### src/verilog/ex_consts.svh
/*
  Widths and iteration count for the integer execute stage.
  EX_MD_STEPS must equal EX_XLEN, because the multiplier and divider
  retire exactly one operand bit per step.
*/

`ifndef EX_CONSTS_SVH
`define EX_CONSTS_SVH

// Data path width in bits
`define EX_XLEN 32

// Destination register address width
`define EX_REG_AW 5

// Opcode field width, enough for the 20 operations
`define EX_OP_W 5

// Multiply/divide iterations, one bit per step
`define EX_MD_STEPS `EX_XLEN

`endif

### src/verilog/ex_op_pkg.sv
/*
  Operation opcodes seen on the issue port of the execute stage.
  Encodings 20 and up are unused and are ignored by both units.
*/

`include "ex_consts.svh"

package ex_op_pkg;

  typedef enum logic [`EX_OP_W-1:0] {
    // Arithmetic and logic
    ADD, SUB, AND, OR, XOR,
    // Shifts, amount from low 5 bits of op_b
    SLL, SRL, SRA,
    // Set-less-than
    SLT, SLTU,
    // Branch compares, no register result
    BEQ, BNE, BLT, BGE, BLTU, BGEU,
    // Iterative unit, unsigned only
    MUL, MULHU, DIVU, REMU
  } ex_op_e;

endpackage

### src/verilog/ex_ctrl_pkg.sv
/*
  Control types shared by the execute stage units.
  ex_wb_t is 37 bits: result word in the upper bits, rd in the lower bits.
*/

`include "ex_consts.svh"

package ex_ctrl_pkg;

  // Multiply/divide sequencer states
  typedef enum logic [1:0] {IDLE, MULT, DIV, DONE} md_state_e;

  // One finished result on its way to the EX/WB register
  typedef struct packed {
    logic [`EX_XLEN-1:0]   result;
    logic [`EX_REG_AW-1:0] rd;
  } ex_wb_t;

endpackage

### src/verilog/ex_result_if.sv
/*
  Result handshake from one execute unit to the writeback register.
  A result moves on a clock edge with valid and ready both high.
  The unit keeps payload stable while valid is high and ready is low.
*/

`timescale 1ns/100ps

interface ex_result_if;
  import ex_ctrl_pkg::*;

  // Unit has a finished result
  logic   valid;
  // Writeback register can take it
  logic   ready;
  // Result word and destination register
  ex_wb_t payload;

  // Producer side, one per unit
  modport unit (
    output valid,
    output payload,
    input  ready
  );

  // Consumer side, the EX/WB register
  modport wb (
    input  valid,
    input  payload,
    output ready
  );

endinterface

### src/verilog/ex_alu.sv
/*
  Single-cycle ALU and branch compare, purely combinational.
  Result valid is only raised for the cycle the issue is accepted.
  Branches return zero and are meant to be issued with rd 0.
*/

`timescale 1ns/100ps
`include "ex_consts.svh"

module ex_alu (
  input  logic                  issue_valid_i,
  input  logic                  issue_ready_i,
  input  ex_op_pkg::ex_op_e     issue_op_i,
  input  logic [`EX_XLEN-1:0]   op_a_i,
  input  logic [`EX_XLEN-1:0]   op_b_i,
  input  logic [`EX_REG_AW-1:0] rd_i,
  output logic                  branch_taken_o,
  ex_result_if.unit             res
);
  import ex_op_pkg::*;

  logic                alu_op;
  logic                branch_op;
  logic                cmp_true;
  logic                eq;
  logic                lt_signed;
  logic                lt_unsigned;
  logic [4:0]          shamt;
  logic [`EX_XLEN-1:0] alu_result;

  ////////////////////////////////////////////////////////////////////////////
  // Compare and shift helpers
  ////////////////////////////////////////////////////////////////////////////

  assign eq          = (op_a_i == op_b_i);
  assign lt_signed   = ($signed(op_a_i) < $signed(op_b_i));
  assign lt_unsigned = (op_a_i < op_b_i);
  // RV32 shifts only look at the low 5 bits
  assign shamt       = op_b_i[4:0];

  ////////////////////////////////////////////////////////////////////////////
  // Operation decode and result select
  ////////////////////////////////////////////////////////////////////////////

  always_comb begin
    alu_result = '0;
    alu_op     = 1'b1;
    branch_op  = 1'b0;
    cmp_true   = 1'b0;
    case (issue_op_i)
      ADD:  alu_result = op_a_i + op_b_i;
      SUB:  alu_result = op_a_i - op_b_i;
      AND:  alu_result = op_a_i & op_b_i;
      OR:   alu_result = op_a_i | op_b_i;
      XOR:  alu_result = op_a_i ^ op_b_i;
      SLL:  alu_result = op_a_i << shamt;
      SRL:  alu_result = op_a_i >> shamt;
      // Arithmetic shift keeps the sign of op_a
      SRA:  alu_result = $signed(op_a_i) >>> shamt;
      SLT:  alu_result = {{(`EX_XLEN-1){1'b0}}, lt_signed};
      SLTU: alu_result = {{(`EX_XLEN-1){1'b0}}, lt_unsigned};
      // Branches leave the result at zero
      BEQ: begin
        branch_op = 1'b1;
        cmp_true  = eq;
      end
      BNE: begin
        branch_op = 1'b1;
        cmp_true  = !eq;
      end
      BLT: begin
        branch_op = 1'b1;
        cmp_true  = lt_signed;
      end
      BGE: begin
        branch_op = 1'b1;
        cmp_true  = !lt_signed;
      end
      BLTU: begin
        branch_op = 1'b1;
        cmp_true  = lt_unsigned;
      end
      BGEU: begin
        branch_op = 1'b1;
        cmp_true  = !lt_unsigned;
      end
      // Multiply/divide and unused encodings belong elsewhere
      default: alu_op = 1'b0;
    endcase
  end

  // Branch decision leaves the stage in the issue cycle
  assign branch_taken_o = issue_valid_i && branch_op && cmp_true;

  // Result valid only when the issue is actually taken
  assign res.valid   = issue_valid_i && issue_ready_i && alu_op;
  assign res.payload = {alu_result, rd_i};

endmodule

### src/verilog/ex_muldiv.sv
/*
  Iterative unsigned multiply (shift-add) and divide (restoring).
  Takes EX_MD_STEPS cycles after accept, then holds its result in DONE
  until the writeback register takes it. Signed variants are not handled.
  Divide by zero gives all ones for DIVU and the dividend for REMU.
*/

`timescale 1ns/100ps
`include "ex_consts.svh"

module ex_muldiv (
  input  logic                  clk,
  input  logic                  rst_n,
  input  logic                  issue_valid_i,
  input  logic                  issue_ready_i,
  input  ex_op_pkg::ex_op_e     issue_op_i,
  input  logic [`EX_XLEN-1:0]   op_a_i,
  input  logic [`EX_XLEN-1:0]   op_b_i,
  input  logic [`EX_REG_AW-1:0] rd_i,
  output logic                  busy_o,
  ex_result_if.unit             res
);
  import ex_op_pkg::*;
  import ex_ctrl_pkg::*;

  md_state_e                       state_q;
  logic [$clog2(`EX_MD_STEPS)-1:0] step_q;
  logic                            md_op;
  logic                            accept;
  logic                            last_step;
  ex_op_e                          op_q;
  logic [`EX_REG_AW-1:0]           rd_q;
  // hi:lo is the product, or remainder:quotient while dividing
  logic [`EX_XLEN-1:0]             hi_q;
  logic [`EX_XLEN-1:0]             lo_q;
  // Multiplicand or divisor
  logic [`EX_XLEN-1:0]             b_q;
  logic [`EX_XLEN:0]               mul_sum;
  logic [`EX_XLEN:0]               div_shift;
  logic                            div_ge;
  logic [`EX_XLEN:0]               div_rem;
  logic [`EX_XLEN-1:0]             res_word;

  assign md_op     = issue_op_i inside {MUL, MULHU, DIVU, REMU};
  assign accept    = issue_valid_i && issue_ready_i && md_op && (state_q == IDLE);
  assign last_step = (int'(step_q) == `EX_MD_STEPS - 1);

  ////////////////////////////////////////////////////////////////////////////
  // Step datapath
  ////////////////////////////////////////////////////////////////////////////

  // Multiply: add b into the upper half when the low bit is set, carry kept
  assign mul_sum = {1'b0, hi_q} + {1'b0, (lo_q[0] ? b_q : '0)};

  // Divide: bring in the next dividend bit, subtract if it fits
  assign div_shift = {hi_q, lo_q[`EX_XLEN-1]};
  assign div_ge    = (div_shift >= {1'b0, b_q});
  assign div_rem   = div_ge ? (div_shift - {1'b0, b_q}) : div_shift;

  always_ff @(posedge clk) begin
    if (accept) begin
      op_q <= issue_op_i;
      rd_q <= rd_i;
      b_q  <= op_b_i;
      hi_q <= '0;
      lo_q <= op_a_i;
    end else if (state_q == MULT) begin
      // Shift the sum and the consumed multiplier bit right together
      {hi_q, lo_q} <= {mul_sum, lo_q[`EX_XLEN-1:1]};
    end else if (state_q == DIV) begin
      // Remainder fits the word, quotient bit enters from the right
      hi_q <= div_rem[`EX_XLEN-1:0];
      lo_q <= {lo_q[`EX_XLEN-2:0], div_ge};
    end
  end

  ////////////////////////////////////////////////////////////////////////////
  // Sequencer
  ////////////////////////////////////////////////////////////////////////////

  always_ff @(posedge clk or negedge rst_n) begin
    if (!rst_n) begin
      state_q <= IDLE;
      step_q  <= '0;
    end else begin
      case (state_q)
        IDLE: begin
          if (accept) begin
            state_q <= (issue_op_i inside {MUL, MULHU}) ? MULT : DIV;
            step_q  <= '0;
          end
        end
        MULT, DIV: begin
          step_q <= step_q + 1'b1;
          if (last_step) begin
            state_q <= DONE;
          end
        end
        // Hold the result until the writeback register takes it
        DONE: begin
          if (res.ready) begin
            state_q <= IDLE;
          end
        end
        default: state_q <= IDLE;
      endcase
    end
  end

  // Low word for MUL and quotient, high word for MULHU and remainder
  assign res_word = (op_q inside {MUL, DIVU}) ? lo_q : hi_q;

  assign res.valid   = (state_q == DONE);
  assign res.payload = {res_word, rd_q};
  assign busy_o      = (state_q != IDLE);

endmodule

### src/verilog/ex_wb_reg.sv
/*
  EX/WB register fed by the ALU and the multiply/divide unit.
  Only one unit offers a result in any cycle; the ALU wins if both do.
  Issue stalls while the register is full and not draining, or while
  the multiply/divide unit is working.
*/

`timescale 1ns/100ps
`include "ex_consts.svh"

module ex_wb_reg (
  input  logic                  clk,
  input  logic                  rst_n,
  ex_result_if.wb               alu_res,
  ex_result_if.wb               md_res,
  input  logic                  md_busy_i,
  input  logic                  wb_ready_i,
  output logic                  issue_ready_o,
  output logic                  wb_valid_o,
  output logic [`EX_XLEN-1:0]   wb_result_o,
  output logic [`EX_REG_AW-1:0] wb_rd_o
);
  import ex_ctrl_pkg::*;

  logic   can_load;
  logic   in_valid;
  ex_wb_t in_data;
  logic   wb_valid_q;
  ex_wb_t wb_q;

  ////////////////////////////////////////////////////////////////////////////
  // Ready towards the units and the issue port
  ////////////////////////////////////////////////////////////////////////////

  // Register is empty or its content leaves this cycle
  assign can_load = !wb_valid_q || wb_ready_i;

  assign alu_res.ready = can_load;
  assign md_res.ready  = can_load;

  // No new issue while a multiply or divide is in flight
  assign issue_ready_o = can_load && !md_busy_i;

  // Pick the unit that has something
  assign in_valid = alu_res.valid || md_res.valid;
  assign in_data  = alu_res.valid ? alu_res.payload : md_res.payload;

  ////////////////////////////////////////////////////////////////////////////
  // EX/WB register
  ////////////////////////////////////////////////////////////////////////////

  always_ff @(posedge clk or negedge rst_n) begin
    if (!rst_n) begin
      wb_valid_q <= 1'b0;
    end else if (can_load) begin
      // Load a new result, or drop to empty on a plain drain
      wb_valid_q <= in_valid;
    end
  end

  // Payload only moves on a load, so it holds under back-pressure
  always_ff @(posedge clk) begin
    if (can_load && in_valid) begin
      wb_q <= in_data;
    end
  end

  assign wb_valid_o  = wb_valid_q;
  assign wb_result_o = wb_q.result;
  assign wb_rd_o     = wb_q.rd;

endmodule

### src/verilog/ex_stage.sv
/*
  Integer execute stage: ALU and multiply/divide side by side,
  merged into one EX/WB register. One operation is issued at a time.
  branch_taken_o is combinational from the issue inputs.
*/

`timescale 1ns/100ps
`include "ex_consts.svh"

module ex_stage (
  input  logic                  clk,
  input  logic                  rst_n,
  input  logic                  issue_valid_i,
  input  ex_op_pkg::ex_op_e     issue_op_i,
  input  logic [`EX_XLEN-1:0]   op_a_i,
  input  logic [`EX_XLEN-1:0]   op_b_i,
  input  logic [`EX_REG_AW-1:0] rd_i,
  input  logic                  wb_ready_i,
  output logic                  issue_ready_o,
  output logic                  branch_taken_o,
  output logic                  wb_valid_o,
  output logic [`EX_XLEN-1:0]   wb_result_o,
  output logic [`EX_REG_AW-1:0] wb_rd_o
);

  // Multiply/divide unit is working
  logic md_busy;

  // One result channel per unit
  ex_result_if alu_res ();
  ex_result_if md_res ();

  ////////////////////////////////////////////////////////////////////////////
  // Execute units
  ////////////////////////////////////////////////////////////////////////////

  ex_alu u_alu (
    .issue_valid_i  (issue_valid_i),
    .issue_ready_i  (issue_ready_o),
    .issue_op_i     (issue_op_i),
    .op_a_i         (op_a_i),
    .op_b_i         (op_b_i),
    .rd_i           (rd_i),
    .branch_taken_o (branch_taken_o),
    .res            (alu_res.unit)
  );

  ex_muldiv u_muldiv (
    .clk           (clk),
    .rst_n         (rst_n),
    .issue_valid_i (issue_valid_i),
    .issue_ready_i (issue_ready_o),
    .issue_op_i    (issue_op_i),
    .op_a_i        (op_a_i),
    .op_b_i        (op_b_i),
    .rd_i          (rd_i),
    .busy_o        (md_busy),
    .res           (md_res.unit)
  );

  // EX/WB register and issue flow control
  ex_wb_reg u_wb_reg (
    .clk           (clk),
    .rst_n         (rst_n),
    .alu_res       (alu_res.wb),
    .md_res        (md_res.wb),
    .md_busy_i     (md_busy),
    .wb_ready_i    (wb_ready_i),
    .issue_ready_o (issue_ready_o),
    .wb_valid_o    (wb_valid_o),
    .wb_result_o   (wb_result_o),
    .wb_rd_o       (wb_rd_o)
  );

endmodule

### config.mk
export PLATFORM = sky130hd
export DESIGN_NAME = ex_stage
export DESIGN_NICKNAME = d
export VERILOG_FILES = /design/src/verilog/ex_op_pkg.sv /design/src/verilog/ex_ctrl_pkg.sv /design/src/verilog/ex_result_if.sv /design/src/verilog/ex_alu.sv /design/src/verilog/ex_muldiv.sv /design/src/verilog/ex_wb_reg.sv /design/src/verilog/ex_stage.sv
export VERILOG_INCLUDE_DIRS = /design/src /design/src/verilog
export SDC_FILE = /design/constraint.sdc
export NUM_CORES = 1
export LEC_CHECK = 0
export ABC_AREA = 0
export BUFFER_PORTS_ARGS = -buffer_cell sky130_fd_sc_hd__buf_2
export CORE_MARGIN = 4
export CORE_UTILIZATION = 45
export CTS_CLUSTER_DIAMETER = 120
export CTS_CLUSTER_SIZE = 14
export DETAILED_ROUTE_END_ITERATION = 12
export HOLD_SLACK_MARGIN = 0.02
export SETUP_SLACK_MARGIN = 0.2
export SYNTH_ARGS = -nofsm -noshare
export SYNTH_HDL_FRONTEND = slang
export SYNTH_SLANG_ARGS = --single-unit
### constraint.sdc
create_clock -name clk -period 13.1 [get_ports clk]
set_clock_uncertainty 0.2 [all_clocks]
set_input_delay 0.655 -clock clk [delete_from_list [all_inputs] [get_ports clk]]
set_output_delay 0.655 -clock clk [all_outputs]
set_load 0.02 [all_outputs]
# Word-level counts from Yosys, hierarchy flattened
# Index checks and enable logic that the tools add are counted.
[word_totals]
reg_bits = 151
latch_bits = 0
mem_bits_rw = 0
mem_bits_ro = 0
input_bits = 78
elab_cells = 102
mem_count = 0
[classes]
add_sub_neg = 5
multipliers = 0
div_mod_pow = 0
magnitude_cmp = 3
n_eq_ne = 29
shifts = 3
n_mux = 20
bitwise = 3
n_reduce_logical = 29
[ops]
columns = ["cell", "count"]
rows = [
  ["$pmux W32 S10", 1],
  ["$mux W32", 8],
  ["$lt A32 B32 Y1", 2],
  ["$sub A32 B32 Y32", 2],
  ["$eq A5 B4 Y1 const B", 8],
  ["$mux W37", 1],
  ["$add A32 B32 Y33", 1],
  ["$ge A33 B32 Y1", 1],
  ["$add A32 B32 Y32", 1],
  ["$and A32 B32 Y32", 1],
  ["$eq A32 B32 Y1", 1],
  ["$or A32 B32 Y32", 1],
  ["$shl A32 B5 Y32", 1],
  ["$shr A32 B5 Y32", 1],
  ["$sshr A32 B5 Y32", 1],
  ["$xor A32 B32 Y32", 1],
  ["$eq A5 B5 Y1 const B", 6],
  ["$eq A5 B3 Y1 const B", 4],
  ["$reduce_or A16 Y1", 1],
  ["$eq A5 B1 Y1 const B", 2],
  ["$eq A5 B2 Y1 const B", 2],
  ["$pmux W5 S2", 1],
  ["$reduce_bool A2 Y1", 5],
  ["$logic_and A1 B1 Y1", 8],
  ["20 further kinds", 31],
]

# Logic depth before layout (Yosys ltp)
# Gate-level depths: netlist of run 1.
[depth]
ltp_word = 8
mapped_depth = 16

# Modules after synthesis
# Synthesis of run 1 repeated with hierarchy kept, for this count alone.
[hier_totals]
hier_cells = 2417
hier_area_um2 = 20002.9
[modules_own_cells]
columns = ["mod", "n_inst", "cells_each", "area_each_um2", "seq_area_each_um2"]
rows = [
  ["ex_alu", 1, 1308, 9207.6, 0.0],
  ["ex_muldiv", 1, 1023, 9100.0, 3007.9],
  ["ex_wb_reg", 1, 86, 1695.4, 1136.1],
]

# Worst setup path after synthesis of run 1
# No wires, ideal clock.
[synth_path]
path_kind = "input -> output"
startpoint = "in op_b_i[2]"
endpoint = "out branch_taken_o"
t_arrival_ns = 4.379
slack_ns = 7.866
cell_stages = 16
path_cell_list = "clkbuf_1 inv_1 clkbuf_1 clkbuf_1 buf_1 ha_1 nand2b_1 a21oi_1 o21a_1 o41a_1 o31ai_4 o21ai_1 a211o_1 a211oi_2 nor4b_1 a211o_1"
[synth_via]
elab_chain_len = 4
elab_cells_between_ends = 8
[synth_lines]
columns = ["element", "line", "rtl"]
rows = [
  ["start, declared", "ex_stage.sv:16", "input logic [`EX_XLEN-1:0] op_b_i,"],
  ["$lt A32 B32 Y1 (tied with other cells)", "ex_alu.sv:37", "assign lt_unsigned = (op_a_i < op_b_i);"],
  ["$logic_not A1 Y1, on equally long branches", "ex_alu.sv:85, ex_alu.sv:69, ex_alu.sv:77", ""],
  ["$pmux W1 S6 *", "ex_alu.sv:50", "case (issue_op_i)"],
  ["$logic_and A1 B1 Y1 *", "ex_alu.sv:93", "assign branch_taken_o = issue_valid_i && branch_op && cmp_true;"],
  ["end, declared", "ex_stage.sv:20", "output logic branch_taken_o,"],
]
# Every way passes the cells marked *; elsewhere a longest branch is shown, timed or not.

# Worst setup path after layout of run 1
[layout_path]
startpoint = "in op_b_i[1]"
endpoint = "out branch_taken_o"
# The elaborated chain is that of the path after synthesis.

==> results of run 1 <==
==> Yosys cell counts, types with 11 or more instances <==
master	instances	area share [%]
and2_1	44	1.5
inv_1	148	2.9
a21o_1	45	1.8
mux2_2	13	0.77
nand4_1	12	0.40
a21oi_1	229	6.1
a211o_1	11	0.51
nand2_1	265	5.3
a22oi_1	27	1.1
clkbuf_1	118	2.3
ha_1	169	11
o22ai_1	20	0.66
mux4_2	15	1.8
a221oi_1	22	1.0
o31ai_1	21	0.83
nor4_1	21	0.69
nor2b_1	17	0.56
nand2b_1	27	0.89
a211oi_1	45	1.8
nor2_1	226	4.5
a31oi_1	32	1.1
o21bai_1	19	0.75
o211ai_1	33	1.3
edfxtp_1	110	17
xnor2_1	36	1.7
buf_1	19	0.38
xor2_1	32	1.5
and3_1	14	0.46
nand3_1	31	0.82
a311oi_1	13	0.60
o21a_1	25	0.99
buf_2	16	0.42
or2_2	13	0.43
o21ai_0	199	5.3
o221ai_1	12	0.56
nor3_1	49	1.3
or3_1	12	0.40
dfxtp_1	32	3.4
mux2i_1	122	6.5
==> report_power, final <==
group	internal [mW]	switching (mW)	leakage, nW	total (mW)
Clock	0.250	0.244	0.282	0.494
Sequential	0.769	0.189	1.40	0.958
Combinational	0.929	1.51	6.88	2.44
Total	1.95	1.94	8.56	3.89
==> state kept, by name (all words and copies together), names as in the netlist <==
name                  cells
u_wb_reg.wb_result_o     32
u_muldiv.hi_q            32
u_wb_reg.wb_valid_o       1
u_muldiv.state_q          2
u_muldiv.rd_q             5
u_muldiv.op_q             4
u_muldiv.b_q             32
u_muldiv.step_q           5
u_wb_reg.wb_rd_o          5
u_muldiv.lo_q            32
==> layout make-up <==
| class | count | share of cell area, % |
|---|---|---|
| multi-input combinational | 2006 | 66.8 |
| sequential | 150 | 20.3 |
| timing repair buffer | 151 | 4.14 |
| tap | 532 | 3.27 |
| inverter | 149 | 2.76 |
| clock buffer | 17 | 2.09 |
| clock inverter | 15 | 0.632 |
==> cell usage in the layout, fill, tap and decap left out, types with 14 or more instances in the layout <==
master	instances
o31ai_1	21
mux2i_1	122
nor3_1	48
nand2_1	265
nor2_1	224
edfxtp_1	110
a221oi_1	22
and3_1	14
o21ai_0	199
a22oi_1	27
inv_1	146
xnor2_1	36
nor2b_1	17
buf_2	116
and2_1	44
o21a_1	25
o22ai_1	20
nand3_1	31
buf_4	33
a21o_1	45
dfxtp_1	32
o21bai_1	19
xor2_1	32
o211ai_1	33
a211oi_1	45
clkbuf_16	17
mux4_2	15
ha_1	168
a31oi_1	32
nand2b_1	27
nor4_1	20
a21oi_1	229
==> timing repair <==
action | in CTS | in global routing
buffers inserted | 0 | 0
setup endpoints to repair | 0 | 0
hold buffers | 1 | 0
endpoints found under the hold margin | 8 | 0
==> metal layers <==
metal	share of wire (%)	wire length, microns
met4	5.1	4150
met1	43	35100
met2	44	35500
met3	7.8	6370
met5	0	0
==> kinds of logic (layout without fill, tap and decap cells) <==
kind of cell / count (synthesis) / after routing / synth area share (%)
AOI/OAI and AO/OA: 863 / 863 / 29.8
and+or+nand+nor: 752 / 752 / 18.1
buffers and inverters: 308 / 332 / 6.34
adders and majority gates: 173 / 173 / 11.6
muxes: 150 / 150 / 9.02
DFF: 150 / 150 / 21.9
xor gates and xnor gates: 68 / 68 / 3.15
==> final timing paths <==
kind                                    startpoint                  end  slack [ns]  cells after the start
max in group asynchronous                    rst_n   u_muldiv.step_q[4]       12.20                      2
worst max register to register    u_muldiv.lo_q[0]    u_muldiv.hi_q[28]        8.43                     12
worst max-delay path                     op_b_i[1]       branch_taken_o        7.50                     16
worst min-delay path                       rd_i[1]     u_muldiv.rd_q[1]        0.17                      1
min in group asynchronous                    rst_n  u_wb_reg.wb_valid_o        0.34                      2
worst min register to register  u_muldiv.step_q[4]   u_muldiv.step_q[4]        0.32                      1
==> results.ini, run 1 <==
[drt]
first_pass_iters=6
drt_iter0_markers=2058
avgRoutedWirePerCell_microns=26.9
viasPerCell=6.51
wl_microns=81200
vias=19700
drc=0
ant_nets=0

[placed_design]
io_buffers=117
pre_cts_ws_ns=7.55
dp_hpwl_microns=63500
placed_cells=2986
gp_congestion=1.04
dpl_cell_area_sq_um=19800

[setup_path]
cp_slowest_cell=buf_4
critPathRequiredTime_ns=12.24
arrival_ns=4.75
crit_chain=buf_2 -> buf_4 -> inv_2 -> buf_4 -> fa_1 -> nand2b_1 -> a21oi_1 -> o21a_1 -> o41a_1 -> o31ai_4 -> o21ai_1 -> a211o_1 -> a211oi_2 -> nor4b_1 -> a211o_1 -> buf_2
critical_path_class=input pin to primary output
critical-path-max-stage-delay_ns=0.52
start_kind=input pin
crit_fanout=60
critical_path.endpoint_type=primary output
path_buf_inv=5
crit_family=compound AO/OA/AOI/OAI gates

[synth]
yosys_warnings=0
synth-seq-cells=150
synth_cell_types=92
async_flop_share_pct=5.33
avgSynthCellArea_sq_um=7.68
synth_cells=2464
synthFlopType=edfxtp_1
netlist_area_sq_um=18900
seq_area_frac_synth_pct=21.9
synth_nets=2715
synth_edf_count=110

[global_route]
grt_pass1_vias=18800
antenna_found_initial=1
grtUsageMet3_pct=5.35
grt_pass1_wl_microns=119000
grt_max_degree=61
met1_usage_pct=48.1
met2_usage_pct=53.9
grt.overflow.total=0
track_usage_pct=35.0
busiest_layer=met2

[layout]
drive_above_1_share_pct=10.1
multiInputGateArea_sq_um=13600
final_util_pct=49.5
regArea_sq_um=4140
nNetsFinal=2726
diodes=0
design_area_sq_um=20400
area_delta_synth_final_pct=7.75
fillers=4182
layoutNonFillerInstCount=3020

[sta]
setup_tns_ns=0
period_share_pct=42.7
maxSlewViolCount=0
maxSlewHeadroom_pct=16.3
worst_slack_ns=7.50
min_period_ns=5.60
max_clock_freq_ghz=0.179
worst_pin_slew_ns=1.25
setup_viol=0
hold_viol_final=0
rsz0062_at_grt=false
holdWs_ns=0.174

[clock_network]
clk_root_buffer_cell=clkbuf_16
clockBufferDepth=2
clk_pin_slew_ns=0.07
ctsResizeCount=0
htreeDepth=4
worstSkewPairLatency_ns=0.48
cts_sinks=150
cts_tree=yes
numCtsBuffers=17

[run]
maxCapViolations=0

[power]
power_leakage_nw=8.56
vdd_drop_max_uv=89.4
p_total_mw=3.89
power.density_nw_per_um2=191

[floorplanning]
dieArea_sq_um=45400
initial_utilization_pct=45.9
core_area_sq_um=41200
io_pins=118
num_rows=74
die_w_microns=213
die_y_microns=213

[worst_hold_path]
min_path_type=input pin to flop

[outcome]
status=finished, final reports clean

Power figures use the tool's default switching activity.
==> inputs of run 2 (changes only) <==
Clock period 13.1 ns to 5.5 ns, I/O delays scaled along.
==> run 2 against run 1 <==
  * Hold slack got worse by 0.095 ns
  * Highest routed layer is now met5
  * Register-to-register slack got worse by 7.4 ns
  * Worst setup slack got worse by 6.8 ns
  * Critical path type unchanged
  * First-iteration DRC count increased by 3.5%
  * Cell count increased by 1.4%
  * Via count about the same
==> results.ini, run 2 (synthesis results as in run 1) <==
[outcome]
status=finished, final reports clean  ; unchanged

[setup_path]
arrival_ns=4.31  ; was 4.75 ns
critical-path-max-stage-delay_ns=0.52  ; about the same
start_kind=input pin  ; unchanged
crit_cells=15  ; was 16
crit_fanout=12  ; was 60
path_buf_inv=4  ; was 5
cp_slowest_cell=dlygate4sd3_1  ; was buf_4
critPathRequiredTime_ns=5.03  ; was 12.24 ns
crit_chain=dlygate4sd3_1 -> buf_2 -> inv_2 -> fa_1 -> nand2b_1 -> a21oi_1 -> o21a_1 -> o41a_1 -> o31ai_4 -> o21ai_1 -> a211o_1 -> a211oi_2 -> nor4b_1 -> a211o_1 -> buf_2  ; was buf_2 -> buf_4 -> inv_2 -> buf_4 -> fa_1 -> nand2b_1 -> a21oi_1 -> o21a_1 -> o41a_1 -> o31ai_4 -> o21ai_1 -> a211o_1 -> a211oi_2 -> nor4b_1 -> a211o_1 -> buf_2
critical_path.endpoint_type=primary output  ; unchanged
rr_worst_depth=12  ; unchanged
critical_path_class=input pin to primary output  ; unchanged
r2r_slack_ns=0.99  ; was 8.43 ns
crit_family=compound AO/OA/AOI/OAI gates  ; unchanged

[sta]
holdWs_ns=0.0783  ; was 0.174 ns
rsz0062_at_grt=false  ; unchanged
hold_viol_final=0  ; unchanged
maxSlewHeadroom_pct=17.2  ; was 16.3%
period_share_pct=86.9
worst_pin_slew_ns=1.21  ; was 1.25 ns
setup_tns_ns=0  ; unchanged
setup_viol=0  ; unchanged
max_clock_freq_ghz=0.209
maxSlewViolCount=0  ; unchanged
min_period_ns=4.78

[clock_network]
numCtsBuffers=17  ; unchanged
clk_root_buffer_cell=clkbuf_16  ; unchanged
clk_pin_slew_ns=0.06  ; was 0.07 ns
worstSkewPairLatency_ns=0.44  ; was 0.48 ns
htreeDepth=4  ; unchanged
cts_sinks=150  ; unchanged
clockBufferDepth=2  ; unchanged
cts_tree=yes  ; unchanged
cts_setup_buffers=0  ; unchanged

[drt]
ant_nets=0  ; unchanged
wl_microns=78100  ; was 81200 microns
drc=0  ; unchanged
avgRoutedWirePerCell_microns=25.5  ; was 26.9 microns
viasPerCell=6.42  ; was 6.51
vias=19700  ; about the same
first_pass_iters=6  ; unchanged
drt_iter0_markers=2131  ; was 2058

[layout]
nNetsFinal=2767  ; was 2726
final_common_cell=nand2_1  ; unchanged
area_delta_synth_final_pct=10.1  ; was 7.75%
final_util_pct=50.5  ; was 49.5%
final_cell_mix=nand2_1 (265), a21oi_1 (229), nor2_1 (224), o21ai_0 (199), ha_1 (168)  ; unchanged
diodes=0  ; unchanged
fillers=4055  ; was 4182
drive_above_1_share_pct=10.0  ; was 10.1%

[placed_design]
io_buffers=117  ; unchanged
gp_congestion=1.03  ; was 1.04
dp_hpwl_microns=61400  ; was 63500 microns

[worst_hold_path]
holdPathStages=1  ; unchanged
min_path_type=input pin to flop  ; unchanged

[power]
power.density_nw_per_um2=441  ; was 191 nW/um^2
power_leakage_nw=8.75  ; was 8.56 nW
p_total_mw=9.19  ; was 3.89 mW
vdd_drop_max_uv=248  ; was 89.4 uV

[floorplanning]
die_y_microns=213  ; unchanged
core_area_sq_um=41200  ; unchanged
dieArea_sq_um=45400  ; unchanged
die_w_microns=213  ; unchanged
num_rows=74  ; unchanged
io_pins=118  ; unchanged
initial_utilization_pct=45.9  ; unchanged

[global_route]
grt_max_degree=99  ; was 61
grtUsageMet3_pct=4.97  ; was 5.35%
grt_pass1_vias=18800  ; about the same
grt_pass1_wl_microns=116000  ; was 119000 microns
track_usage_pct=33.4  ; was 35.0%
antenna_found_initial=1  ; unchanged
grt.overflow.total=0  ; unchanged
met1_usage_pct=46.6  ; was 48.1%
busiest_layer=met2  ; unchanged
met2_usage_pct=51.7  ; was 53.9%

[run]
maxCapViolations=0  ; unchanged

-- run 2: final timing paths --
kind                                          from                   to
worst max-delay path                     op_b_i[1]       branch_taken_o
worst min-delay path                 issue_op_i[4]     u_muldiv.op_q[4]
worst max register to register    u_muldiv.lo_q[0]    u_muldiv.hi_q[28]
worst min register to register  u_muldiv.step_q[4]   u_muldiv.step_q[4]
max in group asynchronous                    rst_n  u_wb_reg.wb_valid_o
min in group asynchronous                    rst_n   u_muldiv.step_q[4]
-- run 2: timing repair --
action	4_1_cts	5_1_grt
gates resized for setup	0	0
endpoints found under the hold margin	50	0
hold buffers	39	0
-- run 2: power breakdown --
group	switching, mW	internal [mW]
registers	0.450	1.83
logic	3.53	2.22
clock network	0.500	0.659
-- run 2: layout make-up --
| type | instances | area, sq um | share of cell area, % |
|---|---|---|---|
| multi-input cells | 2006 | 13600 | 65.4 |
| flip-flops and latches | 150 | 4140 | 19.9 |
| repair buffers | 192 | 1260 | 6.06 |
| well taps | 532 | 666 | 3.20 |
| inverters | 149 | 562 | 2.70 |
| clock buffers | 23 | 512 | 2.46 |
| clock inverters | 9 | 63.8 | 0.307 |
-- run 2: metal layers --
layer | routed length, microns | vias up
met4 | 3800 | 2
li1 | - | 9194
met5 | 13 | -
met3 | 6340 | 167
met2 | 34100 | 970
met1 | 33800 | 9331
-- run 2: through the flow --
step	cell area [sq um]	setup slack, ns	cells
2_1_floorplan	18900	1.03	2464
6_report	20800	0.718	3061
4_1_cts	20800	0.804	3061
5_1_grt	20800	0.623	3061
3_3_place_gp	19900	1.03	2990
3_5_place_dp	19900	1.00	2990
